[src/softmax_pkg.sv]
package softmax_pkg;

    // Bus and datapath widths
    localparam int ADDR_WIDTH = 24;
    localparam int WORD_BITS  = 32;
    localparam int ACTIV_BITS = 8;
    localparam int NUM_ELEMS  = 4;

    // Max weight sum is 4 x 128 = 512
    localparam int SUM_BITS = 10;

    // Top bits of an activation that pick the power-of-two weight
    localparam int EXP_BITS = 3;

    // Restoring divider runs one step per quotient bit of (w << 8) / sum
    localparam int DIV_STEPS = 2 * ACTIV_BITS;

    // Dummy sck cycles between address and read data
    localparam int READ_WAIT_CYCLES = 6;

    // PSRAM commands, always sent in QPI mode
    typedef enum logic [7:0] {
        CMD_QUAD_READ  = 8'hEB,
        CMD_QUAD_WRITE = 8'h38
    } psram_cmd_t;

    typedef enum logic [2:0] {
        PS_IDLE, PS_CMD, PS_ADDR, PS_WAIT, PS_DATA, PS_FINISH
    } psram_state_t;

    typedef enum logic [2:0] {
        JOB_IDLE, JOB_READ, JOB_COMPUTE, JOB_WRITE, JOB_DONE
    } job_state_t;

    typedef enum logic [1:0] {
        UNIT_IDLE, UNIT_SUM, UNIT_DIVIDE, UNIT_OUT
    } unit_state_t;

endpackage

[src/psram_qpi_ctrl.sv]
`timescale 1ns/100ps

module psram_qpi_ctrl (
    input  logic                                clk,
    input  logic                                rst_n,
    input  logic [softmax_pkg::ADDR_WIDTH-1:0]  addr,
    input  logic [softmax_pkg::WORD_BITS-1:0]   data_i,
    output logic [softmax_pkg::WORD_BITS-1:0]   data_o,
    input  logic                                rd_wr,
    input  logic                                start,
    output logic                                done,
    output logic                                sck,
    output logic                                ce_n,
    input  logic [3:0]                          din,
    output logic [3:0]                          dout,
    output logic [3:0]                          douten
);
    import softmax_pkg::*;

    psram_state_t state;
    psram_cmd_t   cmd;
    logic         ph;
    logic [2:0]   cnt;
    logic         rd_q;
    logic         active;
    logic         nib_end;
    logic [4:0]   rd_off;

    // Command, address and write data, shifted out MSB nibble first
    logic [ADDR_WIDTH+WORD_BITS+7:0] tx_sr;

    assign cmd = rd_wr ? CMD_QUAD_READ : CMD_QUAD_WRITE;

    assign active = (state == PS_CMD) || (state == PS_ADDR) ||
                    (state == PS_WAIT) || (state == PS_DATA);

    // Second half of an sck period, where the next nibble is set up
    assign nib_end = active && ph;

    // Read nibble k lands in byte k/2, high nibble first
    assign rd_off = {cnt[2:1], ~cnt[0], 2'b00};

    assign dout = tx_sr[ADDR_WIDTH+WORD_BITS+7 -: 4];

    always_ff @(posedge clk or negedge rst_n) begin
        if (!rst_n) begin
            state  <= PS_IDLE;
            ph     <= 1'b0;
            cnt    <= '0;
            rd_q   <= 1'b0;
            done   <= 1'b0;
            sck    <= 1'b0;
            ce_n   <= 1'b1;
            douten <= '0;
        end else begin
            done <= 1'b0;
            case (state)
                PS_IDLE: begin
                    if (start) begin
                        state  <= PS_CMD;
                        ph     <= 1'b0;
                        cnt    <= '0;
                        rd_q   <= rd_wr;
                        ce_n   <= 1'b0;
                        douten <= 4'hf;
                    end
                end
                PS_FINISH: begin
                    // Deselect gap before done
                    if (cnt == 3'd2) begin
                        done  <= 1'b1;
                        state <= PS_IDLE;
                    end else begin
                        cnt <= cnt + 3'd1;
                    end
                end
                default: begin
                    if (!ph) begin
                        sck <= 1'b1;
                        ph  <= 1'b1;
                    end else begin
                        sck <= 1'b0;
                        ph  <= 1'b0;
                        cnt <= cnt + 3'd1;
                        case (state)
                            PS_CMD: begin
                                if (cnt == 3'd1) begin
                                    state <= PS_ADDR;
                                    cnt   <= '0;
                                end
                            end
                            PS_ADDR: begin
                                if (cnt == 3'd5) begin
                                    cnt <= '0;
                                    if (rd_q) begin
                                        // Memory takes the bus after the address
                                        state  <= PS_WAIT;
                                        douten <= '0;
                                    end else begin
                                        state <= PS_DATA;
                                    end
                                end
                            end
                            PS_WAIT: begin
                                if (cnt == 3'(READ_WAIT_CYCLES - 1)) begin
                                    state <= PS_DATA;
                                    cnt   <= '0;
                                end
                            end
                            PS_DATA: begin
                                if (cnt == 3'd7) begin
                                    state  <= PS_FINISH;
                                    cnt    <= '0;
                                    ce_n   <= 1'b1;
                                    douten <= '0;
                                end
                            end
                            default: begin
                                state <= PS_IDLE;
                            end
                        endcase
                    end
                end
            endcase
        end
    end

    always_ff @(posedge clk) begin
        if (state == PS_IDLE && start) begin
            tx_sr <= {cmd, addr, data_i[7:0], data_i[15:8], data_i[23:16], data_i[31:24]};
        end else if (nib_end) begin
            tx_sr <= {tx_sr[ADDR_WIDTH+WORD_BITS+3:0], 4'h0};
        end

        // Sample on the rising sck edge
        if (state == PS_DATA && rd_q && !ph) begin
            data_o[rd_off +: 4] <= din;
        end
    end

endmodule

[config.mk]
export PLATFORM = sky130hd
export DESIGN_NAME = psram_qpi_ctrl
export DESIGN_NICKNAME = d
export VERILOG_FILES = /design/src/softmax_pkg.sv /design/src/psram_qpi_ctrl.sv
export SDC_FILE = /design/constraint.sdc
export NUM_CORES = 1
export LEC_CHECK = 0
export ABC_AREA = 1
export BUFFER_PORTS_ARGS = -buffer_cell sky130_fd_sc_hd__buf_4
export CAP_MARGIN = 20
export CORE_MARGIN = 10
export CORE_UTILIZATION = 54
export DETAILED_ROUTE_END_ITERATION = 10
export HOLD_SLACK_MARGIN = 0.1
export PLACE_DENSITY = 0.9
export RECOVER_POWER = 100
export SYNTH_ARGS = -nofsm -noshare
export SYNTH_HDL_FRONTEND = slang
export SYNTH_SLANG_ARGS = --single-unit
[constraint.sdc]
create_clock -name clk -period 4.15 [get_ports clk]
set_input_delay 1.0375 -clock clk [delete_from_list [all_inputs] [get_ports clk]]
set_output_delay 1.0375 -clock clk [all_outputs]
set_load 0.005 [all_outputs]
# Word-level counts from Yosys, hierarchy flattened
# Cells that the tools add are included.
# W data, S select, Z words.
# totals
regBits,111
output_inout_bits,43
in_bits,64
# classes
n_reduce_logical,23
bitwise,2
shift,2
mux,38
n_addsub,2
eq_ne,19
# ops
op,count
$mux W64,2
$mux W3,14
$bwmux W32,1
$shift A4 B7 Y32 const A,1
$shiftx A4 B7 Y32,1
$mux W4,5
$pmux W4 S2,2
$reduce_and A7 Y1,2
$eq A3 B3 Y1 const B,4
$ne A4 B1 Y1 const B,3
$pmux W3 S2,2
$pmux W3 S4,1
$eq A3 B2 Y1 const B,3
$pmux W3 S3,1
$mux W8,1
$reduce_bool A2 Y1,4
$mux W1,7
$neg A5 Y7,1
$eq A3 B1 Y1 const B,2
$ne A2 B2 Y1 const B,3
$reduce_bool A3 Y1,2
$reduce_and A5 Y1,1
$logic_and A1 B1 Y1,4
$ne A4 B3 Y1 const B,1
12 further kinds,18

# Logic depth before layout (Yosys ltp)
# logic_depth
word_depth,7
depth_mapped,10
mapped_depth_nobuf,10

# Worst setup path before layout
# Ideal clock, no wire load.
# synth_path
path_type,input port to flip-flop
startpoint,input start
endpoint,register tx_sr[0] (enable)
cell_stages,5
path_slack_ns,0.880
t_arrival_ns,2.847
cell_sequence,inv_1 nor2_8 inv_2 buf_6 nand2_1
# synth_between
elab_chain_len,2
# synth_lines
item,line_no,source
from (decl),psram_qpi_ctrl.sv:10,"input logic start,"
$logic_and A1 B1 Y1,psram_qpi_ctrl.sv:129,if (state == PS_IDLE && start) begin
$reduce_bool A2 Y1 (no line),n/a,
to (signal assigned),psram_qpi_ctrl.sv:130,"tx_sr <= {cmd, addr, data_i[7:0], data_i[15:8], data_i[23:16], data_i[31:24]};"
to (signal assigned),psram_qpi_ctrl.sv:132,"tx_sr <= {tx_sr[ADDR_WIDTH+WORD_BITS+3:0], 4'h0};"
to (decl),psram_qpi_ctrl.sv:30,logic [ADDR_WIDTH+WORD_BITS+7:0] tx_sr;
# No other way between the ends.
# A chain may end at the register's enable or synchronous reset.

# Final worst setup path
# layout_path
startpoint,register state[0]
endpoint,register tx_sr[60] (enable)
# layout_between
elab_chain_len,6
# layout_lines
item,line_no,source
from (decl),psram_qpi_ctrl.sv:20,psram_state_t state;
from (signal assigned),psram_qpi_ctrl.sv:47,state <= PS_IDLE;
from (signal assigned),psram_qpi_ctrl.sv:60,state <= PS_CMD;
from (signal assigned),psram_qpi_ctrl.sv:72,state <= PS_IDLE;
$eq A3 B1 Y1 / $eq A3 B2 Y1 (equally long branches),psram_qpi_ctrl.sv:34,assign active = (state == PS_CMD) || (state == PS_ADDR) ||
$logic_or A1 B1 Y1 (2 in series),psram_qpi_ctrl.sv:34,
$logic_or A1 B1 Y1,psram_qpi_ctrl.sv:35,(state == PS_WAIT) || (state == PS_DATA);
$logic_and A1 B1 Y1,psram_qpi_ctrl.sv:38,assign nib_end = active && ph;
$reduce_bool A2 Y1 (no line) *,n/a,
# Mark *: on every way between the ends. The rest lies on a longest branch, timed or not.

==> flow_summary_export.csv <==
group,metric,value,unit
logic_synthesis,synth-seq-cells,108,
setup_path,worst-path-max-fanout,64,
clock_network,clkLatencyLatePin,0.37,ns
finish,drive_gt1_share,20.7,%
sta,tns,0,ns
sta,post-route-period-util,72.4,%
setup_path,r2r_slack,1.14,ns
hold_path,hold_class,"flip-flop to flip-flop",
logic_synthesis,seq_area_frac_synth,64.4,%
sta,worstMarginPinSlew,1.55,ns
setup_path,reg2reg_to,"tx_sr[60]",
clock_network,cts_resized,0,
sta,finalSetupViolations,0,
sta,period_needed,3.01,ns
setup_path,reg2reg_depth,6,
sta,slew_violations,65,
sta,rsz0062_at_grt,"false",
finish,fillers,665,
finish,antenna_cells,0,
place,dp_slack,1.66,ns
setup_path,crit_type,"flip-flop to flip-flop",
finish,post-route-util,66.1,%
clock_network,h-tree-depth,3,
global_routing,first_global_vias,3737,
power_and_ir_drop,p_total,0.00406,W
setup_path,cp-endpoint,"tx_sr[60]",
setup_path,max_stage_delay,1.11,ns
setup_path,worstPathCellList,"nor2_1, nand2_1, nor2_8, inv_1, nand2_2, clkbuf_2",
die,start_util,56.2,%
finish,area_delta_synth_final,17.6,%
job,drv_cap,1,
die,rows,34,
clock_network,root_buffer,"clkbuf_8",
setup_path,worst_ep_required_time,4.13,ns
logic_synthesis,synth_area,4950,um^2
clock_network,numCtsBuffers,9,
clock_network,cts_setup_buffers,0,
logic_synthesis,yosys_warnings,0,
global_routing,grt_usage,16.3,%
setup_path,critPathSlowestCell,"clkbuf_2",
sta,maxSlewHeadroom,-3.64,%
setup_path,cp-end-kind,"flip-flop",
die,core_area,8810,um^2
power_and_ir_drop,ir_drop,0.828,mV
logic_synthesis,synth_fp_nets,563,
sta,setup_ws,1.14,ns
sta,whs,0.490,ns
clock_network,cts_tree,"built",
sta,hold_viol_final,0,
run_status,violations,"capacitance limit, slew limit",
logic_synthesis,avgSynthCellArea,10.0,um^2
detailed_routing,avgViaCountPerCell,5.17,
detailed_routing,ant_nets,0,
setup_path,worst_ep_arrival_time,2.98,ns
global_routing,grt-ovfl-total,0,
finish,layout.nets,659,
setup_path,cp-start-kind,"flip-flop",
power_and_ir_drop,power_leakage,2.68,nW
sta,finClkSkew,0.0111,ns
place,hpwlAfterDp,7.85,mm
power_and_ir_drop,power_density,698,nW/um^2
global_routing,grt_max_degree,65,
run_status,status,"complete, but fails checks",
die,die_x,116,um
detailed_routing,wl_per_cell,15.3,um
clock_network,cts.path.max_buffers,2,
setup_path,r2r_start,"state[0]",
logic_synthesis,ys_types,31,
sta,fmax,333,MHz
clock_network,hold_buffers,0,
detailed_routing,route.detailed.drc,0,
detailed_routing,num_vias,3637,
place,routabilityCongestion,0.900,
global_routing,antenna_found_initial,0,
clock_network,clock_sinks,108,
global_routing,grt_first_pass_wirelength,17.4,mm
detailed_routing,drt_iter0_drc,251,
logic_synthesis,syn-instance-count,494,
die,die_h,116,um
die,ios,107,
die,dieArea,13400,um^2
detailed_routing,first_pass_iters,5,
detailed_routing,routed_wl,10.8,mm
clock_network,clk_pin_slew,0.10,ns
place,port_buffers,106,
setup_path,crit_start,"state[0]",
==> worst max-delay path, delay by kind of cell, from the launching register on <==
family / cells / cell delay (ns)
buf+inv: 2 / 1.18
flops: 1 / 0.50
simple gates: 4 / 0.88
==> cells by family after synthesis <==
group | share of synthesized area [%]
adders and majority gates | 1.26
DFF | 64.4
and+or+nand+nor | 25.7
buffers and inverters | 7.03
AOI/OAI and AO/OA | 1.59
==> placed cells by master (no fill, tap or decap), drive strengths merged <==
cell type  instances
buf               63
inv               41
edfxtp            96
nand2            221
o31ai              1
o21ai              9
nand3             12
nand4              2
clkbuf            55
nor2              59
a21oi              3
dfrtp             11
ha                 5
o21a               1
clkinv             2
or2                4
nor4               3
nor3b              1
nor3               3
dfstp              1
bufinv             1
clkinvlp           1
==> state kept, by name (all words and copies together) (netlist names), 3 cells and up <==
signal and flops:
cnt 3, data_o 32, tx_sr 64, state 3
==> synthesized netlist by cell type, drive strengths merged <==
| cell | n | share of area (%) |
|---|---|---|
| nor2 | 59 | 5.2 |
| nand4 | 2 | 0.25 |
| dfrtp | 11 | 5.6 |
| nor3b | 1 | 0.25 |
| nand3 | 12 | 1.7 |
| nand2 | 221 | 17 |
| inv | 38 | 2.9 |
| buf | 24 | 4.1 |
| o21a | 1 | 0.15 |
| edfxtp | 96 | 58 |
| dfstp | 1 | 0.53 |
| ha | 5 | 1.3 |
| o31ai | 1 | 0.15 |
| a21oi | 3 | 0.38 |
| nor3 | 3 | 0.40 |
| or2 | 4 | 0.51 |
| nor4 | 3 | 0.38 |
| o21ai | 9 | 0.91 |
==> per-stage QoR <==
step                      cells  instance area, um^2
after global placement      687                 5700
final                       703                 5820
after CTS                   703                 5910
after global routing        703                 5820
after detailed placement    687                 5700
after floorplan             494                 4950
==> area by class of cell <==
class                           instances  area [um^2]  share of cell area, %
Multi-Input combinational cell        324         1380                   23.7
Inverter                               38          143                   2.45
Timing Repair Buffer                  109          768                   13.2
Sequential cell                       108         3180                   54.7
Tap cell                              108          135                   2.32
Clock inverter                          7         83.8                   1.44
Clock buffer                            9          124                   2.13
==> worst min path at each step <==
stage,from,end,slack [ns],cells past startpoint
final,ce_n,ce_n,0.49,2
after global routing,ce_n,ce_n,0.51,2
after CTS,rst_n,state[0],0.49,1
after detailed placement,ce_n,ce_n,0.46,2
after global placement,ce_n,ce_n,0.46,2
after floorplan,ce_n,ce_n,0.46,2
==> power by group <==
group,internal (W),switching [W],total [W]
Sequential,0.00182,0.000166,0.00199
Combinational,0.000438,0.000965,0.00140
Clock,0.000289,0.000381,0.000670
==> layer usage <==
metal	up-vias	global-route usage [%]	share of wire [%]
met5	-	0	0
met4	0	7.34	2.8
met3	23	3.82	7.5
met2	131	27.7	50
met1	1712	19.4	39
li1	1771	-	-
Note: power is estimated with default switching activity, not from simulation.
