File: src/softmax_pkg.sv
package softmax_pkg;

    // Bus and datapath widths
    localparam int ADDR_WIDTH = 24;
    localparam int WORD_BITS  = 32;
    localparam int ACTIV_BITS = 8;
    localparam int NUM_ELEMS  = 4;

    // Max weight sum is 4 x 128 = 512
    localparam int SUM_BITS = 10;

    // Top bits of an activation that pick the power-of-two weight
    localparam int EXP_BITS = 3;

    // Restoring divider runs one step per quotient bit of (w << 8) / sum
    localparam int DIV_STEPS = 2 * ACTIV_BITS;

    // Dummy sck cycles between address and read data
    localparam int READ_WAIT_CYCLES = 6;

    // PSRAM commands, always sent in QPI mode
    typedef enum logic [7:0] {
        CMD_QUAD_READ  = 8'hEB,
        CMD_QUAD_WRITE = 8'h38
    } psram_cmd_t;

    typedef enum logic [2:0] {
        PS_IDLE, PS_CMD, PS_ADDR, PS_WAIT, PS_DATA, PS_FINISH
    } psram_state_t;

    typedef enum logic [2:0] {
        JOB_IDLE, JOB_READ, JOB_COMPUTE, JOB_WRITE, JOB_DONE
    } job_state_t;

    typedef enum logic [1:0] {
        UNIT_IDLE, UNIT_SUM, UNIT_DIVIDE, UNIT_OUT
    } unit_state_t;

endpackage

File: src/softmax_unit.sv
`timescale 1ns/100ps

module softmax_unit (
    input  logic                              clk,
    input  logic                              rst_n,
    input  logic                              in_valid,
    input  logic [softmax_pkg::WORD_BITS-1:0] in_data,
    output logic                              out_valid,
    output logic [softmax_pkg::WORD_BITS-1:0] out_data
);
    import softmax_pkg::*;

    localparam int ELEM_W = $clog2(NUM_ELEMS);
    localparam int STEP_W = $clog2(DIV_STEPS);

    unit_state_t             state;
    logic [ACTIV_BITS-1:0]   weight [NUM_ELEMS];
    logic [SUM_BITS-1:0]     weight_sum;
    logic [SUM_BITS-1:0]     sum_comb;
    logic [ELEM_W-1:0]       elem;
    logic [ELEM_W-1:0]       elem_nxt;
    logic [STEP_W-1:0]       step;
    logic                    last_step;

    // Restoring divider datapath
    logic [SUM_BITS-1:0]     rem;
    logic [DIV_STEPS-1:0]    quo;
    logic [SUM_BITS:0]       rem_shift;
    logic                    rem_ge;
    logic [SUM_BITS-1:0]     rem_next;
    logic [DIV_STEPS-1:0]    quo_next;

    always_comb begin
        sum_comb = '0;
        for (int i = 0; i < NUM_ELEMS; i++) begin
            sum_comb = sum_comb + SUM_BITS'(weight[i]);
        end
    end

    assign rem_shift = {rem, quo[DIV_STEPS-1]};
    assign rem_ge    = (rem_shift >= {1'b0, weight_sum});
    assign rem_next  = rem_ge ? SUM_BITS'(rem_shift - {1'b0, weight_sum})
                              : rem_shift[SUM_BITS-1:0];
    assign quo_next  = {quo[DIV_STEPS-2:0], rem_ge};

    assign elem_nxt  = elem + 1'b1;
    assign last_step = (step == STEP_W'(DIV_STEPS - 1));

    assign out_valid = (state == UNIT_OUT);

    always_ff @(posedge clk or negedge rst_n) begin
        if (!rst_n) begin
            state <= UNIT_IDLE;
            elem  <= '0;
            step  <= '0;
        end else begin
            case (state)
                UNIT_IDLE: begin
                    if (in_valid) begin
                        state <= UNIT_SUM;
                    end
                end
                UNIT_SUM: begin
                    state <= UNIT_DIVIDE;
                    elem  <= '0;
                    step  <= '0;
                end
                UNIT_DIVIDE: begin
                    // Step counter wraps back to zero for the next element
                    step <= step + 1'b1;
                    if (last_step) begin
                        if (elem == ELEM_W'(NUM_ELEMS - 1)) begin
                            state <= UNIT_OUT;
                        end else begin
                            elem <= elem_nxt;
                        end
                    end
                end
                default: begin
                    state <= UNIT_IDLE;
                end
            endcase
        end
    end

    always_ff @(posedge clk) begin
        case (state)
            UNIT_IDLE: begin
                // 2^(top bits), so weights run 1..128
                if (in_valid) begin
                    for (int i = 0; i < NUM_ELEMS; i++) begin
                        weight[i] <= ACTIV_BITS'(1) <<
                            in_data[i*ACTIV_BITS + ACTIV_BITS - EXP_BITS +: EXP_BITS];
                    end
                end
            end
            UNIT_SUM: begin
                weight_sum <= sum_comb;
                rem        <= '0;
                quo        <= {weight[0], {ACTIV_BITS{1'b0}}};
            end
            UNIT_DIVIDE: begin
                if (last_step) begin
                    // Quotient is always below 256
                    out_data[elem*ACTIV_BITS +: ACTIV_BITS] <= quo_next[ACTIV_BITS-1:0];
                    rem <= '0;
                    quo <= {weight[elem_nxt], {ACTIV_BITS{1'b0}}};
                end else begin
                    rem <= rem_next;
                    quo <= quo_next;
                end
            end
            default: begin
            end
        endcase
    end

endmodule

File: src/softmax_psram.sv
`timescale 1ns/100ps

module softmax_psram (
    input  logic                               clk,
    input  logic                               rst_n,
    input  logic                               start,
    input  logic [softmax_pkg::ADDR_WIDTH-1:0] input_addr,
    input  logic [softmax_pkg::ADDR_WIDTH-1:0] output_addr,
    output logic                               done,
    output logic [softmax_pkg::ADDR_WIDTH-1:0] mem_addr,
    output logic [softmax_pkg::WORD_BITS-1:0]  mem_wdata,
    output logic                               mem_rd,
    output logic                               mem_start,
    input  logic [softmax_pkg::WORD_BITS-1:0]  mem_rdata,
    input  logic                               mem_done
);
    import softmax_pkg::*;

    job_state_t            state;
    logic [ADDR_WIDTH-1:0] in_addr_q;
    logic [ADDR_WIDTH-1:0] out_addr_q;
    logic                  unit_in_valid;
    logic                  unit_out_valid;
    logic [WORD_BITS-1:0]  unit_out_data;

    // Read data is held by the controller, so hand it over on its done
    assign unit_in_valid = (state == JOB_READ) && mem_done;

    assign mem_rd    = (state == JOB_READ);
    assign mem_addr  = (state == JOB_WRITE) ? out_addr_q : in_addr_q;
    assign mem_wdata = unit_out_data;
    assign done      = (state == JOB_DONE);

    always_ff @(posedge clk or negedge rst_n) begin
        if (!rst_n) begin
            state     <= JOB_IDLE;
            mem_start <= 1'b0;
        end else begin
            mem_start <= 1'b0;
            case (state)
                JOB_IDLE: begin
                    if (start) begin
                        state     <= JOB_READ;
                        mem_start <= 1'b1;
                    end
                end
                JOB_READ: begin
                    if (mem_done) begin
                        state <= JOB_COMPUTE;
                    end
                end
                JOB_COMPUTE: begin
                    if (unit_out_valid) begin
                        state     <= JOB_WRITE;
                        mem_start <= 1'b1;
                    end
                end
                JOB_WRITE: begin
                    if (mem_done) begin
                        state <= JOB_DONE;
                    end
                end
                default: begin
                    state <= JOB_IDLE;
                end
            endcase
        end
    end

    // Both addresses are taken at start, later start pulses are ignored
    always_ff @(posedge clk) begin
        if (state == JOB_IDLE && start) begin
            in_addr_q  <= input_addr;
            out_addr_q <= output_addr;
        end
    end

    softmax_unit u_unit (
        .clk       (clk),
        .rst_n     (rst_n),
        .in_valid  (unit_in_valid),
        .in_data   (mem_rdata),
        .out_valid (unit_out_valid),
        .out_data  (unit_out_data)
    );

endmodule

File: config.mk
export PLATFORM = sky130hd
export DESIGN_NAME = softmax_psram
export DESIGN_NICKNAME = d
export VERILOG_FILES = /design/src/softmax_pkg.sv /design/src/softmax_unit.sv /design/src/softmax_psram.sv
export SDC_FILE = /design/constraint.sdc
export NUM_CORES = 1
export LEC_CHECK = 0
export BUFFER_PORTS_ARGS = -buffer_cell sky130_fd_sc_hd__buf_2
export CORE_ASPECT_RATIO = 0.9
export CORE_UTILIZATION = 35
export CTS_CLUSTER_DIAMETER = 60
export CTS_CLUSTER_SIZE = 8
export DETAILED_ROUTE_END_ITERATION = 12
export GPL_TIMING_DRIVEN = 0
export SLEW_MARGIN = 10
export SYNTH_ARGS = -nofsm -noshare
export SYNTH_HDL_FRONTEND = slang
export SYNTH_SLANG_ARGS = --single-unit
File: constraint.sdc
create_clock -name clk -period 7.2 [get_ports clk]
set_clock_uncertainty 0.05 [all_clocks]
set_input_delay 1.44 -clock clk [delete_from_list [all_inputs] [get_ports clk]]
set_output_delay 1.44 -clock clk [all_outputs]
set_load 0.02 [all_outputs]
# Word-level counts from Yosys, hierarchy flattened
# Memory sizes are Yosys's and may differ from the RTL's.
# Cells that the tools add are included.
# classes
reduce_logical,9
magnitude_cmp,1
shift,6
n_eq_ne,17
addsub,7
muxes,26
# op_table
cell,n
5-bit negation with 34-bit output,1
"8-bit by 34-bit variable shift with 32-bit output, first input constant",1
8-bit by 34-bit variable part select with 32-bit output,1
32-bit bitwise mux,1
16-bit one-hot mux with 2 select lines,1
"1-bit by 3-bit << shifter with 8-bit output, first input constant",4
24-bit two-way mux,1
10-bit by 8-bit adder with 10-bit output,2
10-bit two-way mux,2
10-bit one-hot mux with 2 select lines,1
16-bit two-way mux,1
3-bit two-way mux,4
3-bit one-hot mux with 4 select lines,1
11-bit by 10-bit greater-or-equal comparator with 1-bit output,1
2-bit two-way mux,5
"2-bit by 1-bit inequality test with 1-bit output, second input constant",5
10-bit subtractor,1
8-bit by 8-bit adder with 9-bit output,1
4-bit one-hot mux with 2 select lines,1
"2-bit equality test, second input constant",3
"3-bit by 2-bit equality test with 1-bit output, second input constant",2
"2-bit inequality test, second input constant",3
2-bit one-hot mux with 3 select lines,1
3-bit AND reduction,2
15 further kinds,20
# totals
elab_cells,78
memories,1
out_inout_bits,59
register_bits,128
mem_bits_rw,32
# mem_list
name,depth,width,rd,rd_clocked_by_memory_dff,write_ports,line,source
u_unit.weight,4,8,5,0,4,softmax_unit.sv:17,logic [ACTIV_BITS-1:0] weight [NUM_ELEMS];

# Depth between registers and ports, before layout
# depth
word_depth,5
depth_mapped,14

# Hierarchy
# A second synthesis with hierarchy kept.
# hier_totals
cells_unflattened,578
area_unflattened_um2,7948.9
# by_module_without_submodules
mod,seq_area_each_um2,cells_per_inst,area_per_inst_um2,instances
softmax_unit,3203.1,483,5905.7,1
softmax_psram,1541.5,95,2043.2,1

# Worst setup path before layout
# Ideal clock, no wire load.
# synth_timing
path_kind,input-to-reg
from,in start
to,"reg in_addr_q[0], enable pin"
arrival_ns,6.341
setup_ns,0.590
cell_stages,1
path_slack_ns,0.220
cell_sequence,nor4b_1
# synth_between
elab_chain_len,1
# synth_rtl
element,line,source
"start, declared",softmax_psram.sv:6,"input logic start,"
1-bit logical AND,softmax_psram.sv:72,if (state == JOB_IDLE && start) begin
"end signal, assigned",softmax_psram.sv:73,in_addr_q <= input_addr;
"end, declared",softmax_psram.sv:20,logic [ADDR_WIDTH-1:0] in_addr_q;
# Every way passes these cells.
# A chain may end at the register's enable or synchronous reset.

# Final worst setup path
# layout_timing
from,reg state[1]
to,out mem_addr[19] (netlist name)
# layout_between
elab_chain_len,2
# layout_rtl
element,line,source
"start, declared",softmax_psram.sv:19,job_state_t state;
"start signal, assigned",softmax_psram.sv:36,state <= JOB_IDLE;
"start signal, assigned",softmax_psram.sv:43,state <= JOB_READ;
"start signal, assigned",softmax_psram.sv:49,state <= JOB_COMPUTE;
3-bit by 2-bit equality test with 1-bit output,softmax_psram.sv:30,assign mem_addr = (state == JOB_WRITE) ? out_addr_q : in_addr_q;
24-bit two-way mux,softmax_psram.sv:30,
"end, declared",softmax_psram.sv:10,"output logic [softmax_pkg::ADDR_WIDTH-1:0] mem_addr,"
# Every way passes these cells.

==> flow_summary_export.csv <==
group,metric,value,unit
cells_and_area,final_cell_mix,"edfxtp_1 (148), buf_2 (124), inv_1 (53)",
logic_synthesis,syn_inst,604,
drt,drc,0,
global_route,grt_pass1_vias,4715,
cts,cts_setup_buffers,0,
drt,drtIter0Drc,286,
drt,firstDrtPassIters,5,
power,p_leak,3.92,nW
drt,ant_nets,0,
setup_path,crit_arrival,2.35,ns
place,port-buffer-count,122,
sta,max_freq,261,MHz
logic_synthesis,ys_warn_count,0,
cts,ctsHtreeMaxLevel,4,
job,cap_violations,0,
place,post-place-ws,3.43,ns
cts,clk-insertion-delay-late,0.42,ns
cts,cts_resized,0,
cts,cts.clk_slew.worst_paths,0.06,ns
sta,fin_worst_hold_slack,0.462,ns
sta,drv_slew,0,
floorplan,rows,51,
logic_synthesis,seq_area_frac_synth,0.596,
global_route,antenna_found_initial,0,
floorplan,io_pins,143,
place,place.gp.congestion,0.836,
status,outcome,"finished, final reports clean",
worst_hold_path,holdCritPathClass,"reg2reg",
global_route,grt_first_pass_wirelength,25400,um
cts,clockBufferDepth,2,
cts,cts_tree,"yes",
sta,fin_crit_sh,0.533,
setup_path,cp_max_fo,10,
cells_and_area,nets,883,
logic_synthesis,synth_area,7960,um^2
cells_and_area,utilization,0.436,
logic_synthesis,synth_ff_type,"edfxtp_1",
place,hpwl,12000,um
logic_synthesis,synth_area_leaders,"edfxtp_1 (56%), ha_1 (5.8%), dfrtp_1 (3.8%), mux2_2 (3.5%), fa_1 (2.8%)",
cells_and_area,final_common_cell,"edfxtp_1",
global_route,grt_use_total,0.141,
sta,hold_viol,0,
setup_path,cp-start-kind,"flop",
cells_and_area,drive_above_1_share,0.271,
cells_and_area,nFillCells,2081,
logic_synthesis,yosys_register_bits,160,
sta,min_period,3.84,ns
cts,cts_root_buf,"clkbuf_16",
cts,cts_hold_buf,0,
power,powerDensity,242,nW/um^2
global_route,grt_max_degree,33,
cts,cts_made_buffers,17,
cts,numClockSinks,160,
cells_and_area,seqCellArea,4740,um^2
sta,setup_ws,3.36,ns
floorplan,die_x,161,um
place,post-place-cells,1023,
logic_synthesis,synth_cell_type_count,54,
logic_synthesis,synth.avg_cell_area,13.2,um^2
drt,routed_via_density,4.71,
power,ir_drop,0.128,mV
drt,vias,4971,
sta,tightest_slew,0.873,ns
floorplan,design.core.area,22000,um^2
cells_and_area,multi_input_area,2960,um^2
floorplan,die_y,145,um
floorplan,dieArea,23300,um^2
setup_path,critPathCaptureType,"output port",
worst_hold_path,hold_depth,1,
sta,rsz0062_at_grt,"false",
floorplan,start_util,0.362,
logic_synthesis,syn_nets,736,
sta,relSlewSlack,0.417,
logic_synthesis,async_flop_share,0.0750,
drt,postRouteWirelength,15900,um
setup_path,worstRegToRegCells,14,
cells_and_area,area_delta_synth_final,20.2,%
drt,post_drt_wl_per_cell,15.0,um
cells_and_area,fin_cells,1055,
setup_path,required,5.71,ns
global_route,overflow,0,
setup_path,critical_path_class,"reg2out",
logic_synthesis,yosysTopAreaCell,"edfxtp_1",
cells_and_area,n_antenna_cell,0,
sta,setup_violations,0,
logic_synthesis,synth_edf_count,148,
logic_synthesis,netlist.area_leader.share,0.559,
[through the flow]
step | total power, W | setup TNS (ns) | instance area (um^2)
global route | 0.00240 | 0 | 9560
CTS | 0.00234 | 0 | 9560
finish | 0.00231 | 0 | 9560
floorplan | 0.00134 | 0 | 7960
detailed placement | 0.00147 | 0 | 8990
global placement | 0.00145 | -89.80 | 8930
[where the power goes]
part           internal, W  leakage, nW  switching (W)
registers          0.00108         1.49      0.0000173
clock network     0.000511        0.269       0.000360
logic             0.000137         2.16       0.000201
total              0.00173         3.92       0.000578
[cells by family after synthesis]
kind of cell	synth area share
AO/OA/AOI/OAI	0.0742
flip-flops	0.596
multiplexers	0.0694
AND/OR/NAND/NOR	0.125
buffers and inverters	0.0333
XOR/XNOR	0.0154
adder cells (fa/ha/maj)	0.0859
[worst max-delay path, cell delays in order (launching register included)]
cell and delay (ns):
dfrtp_1 0.36, clkbuf_1 0.18, nand3b_1 0.30, clkbuf_1 0.51, mux2_2 0.41, buf_2 0.16
[final timing paths]
kind / slack (ns) / startpoint / to
setup / recovery: 3.36 / state[1] / mem_addr[19]
hold / removal: 0.46 / u_unit.step[0] / u_unit.step[0]
setup reg to reg: 3.38 / u_unit.weight[0][0] / u_unit.weight_sum[8]
hold reg to reg: 0.46 / u_unit.step[0] / u_unit.step[0]
max in group asynchronous: 6.02 / rst_n / state[1]
min in group asynchronous: 0.85 / rst_n / u_unit.elem[0]
[cells in the mapped netlist (2+ instances only)]
cell type  number
xnor2_1         7
nor3_1         11
nand3b_1        3
buf_2           2
a21o_1          3
clkbuf_1       11
o21a_1          6
o31ai_1         5
and3b_1         6
dfrtp_1        12
o21bai_1        3
a21oi_1        13
and2_1         29
edfxtp_1      148
inv_1          53
mux2_2         25
and3_1         18
mux4_2          8
fa_1           11
mux2i_1         9
nor2_1         38
nand2b_1        3
a22oi_1         2
a21boi_0        2
nor3b_1        16
xor2_1          7
nand3_1         7
o22ai_1         3
a21oi_4         3
nand2_1        46
nor2b_1         2
ha_1           37
a31oi_1         8
a211oi_1        9
o21ai_0        16
and2_2          4
[final cells by class]
cell class / instances / area share
Multi-Input combinational cell: 376 / 0.309
Clock buffer: 19 / 0.0453
Sequential cell: 160 / 0.496
Inverter: 53 / 0.0208
Tap cell: 291 / 0.0381
Timing Repair Buffer: 128 / 0.0690
Clock inverter: 13 / 0.0145
Buffer: 15 / 0.00694
[flip-flops by register name, indices dropped and copies added, names as in the netlist, 3 cells and up]
name / count
state: 3
out_addr_q: 24
u_unit.rem: 10
u_unit.step: 4
in_addr_q: 24
u_unit.weight_sum: 10
u_unit.weight: 32
u_unit.out_data: 32
u_unit.quo: 16
[layer usage]
metal | vias up | global-route usage | routed length, um
li1 | 2494 | - | -
met2 | 94 | 0.219 | 7600
met1 | 2372 | 0.195 | 7430
met4 | 0 | 0.0363 | 137
met5 | - | 0 | 0
met3 | 11 | 0.0363 | 699
Power figures use the tool's default switching activity.
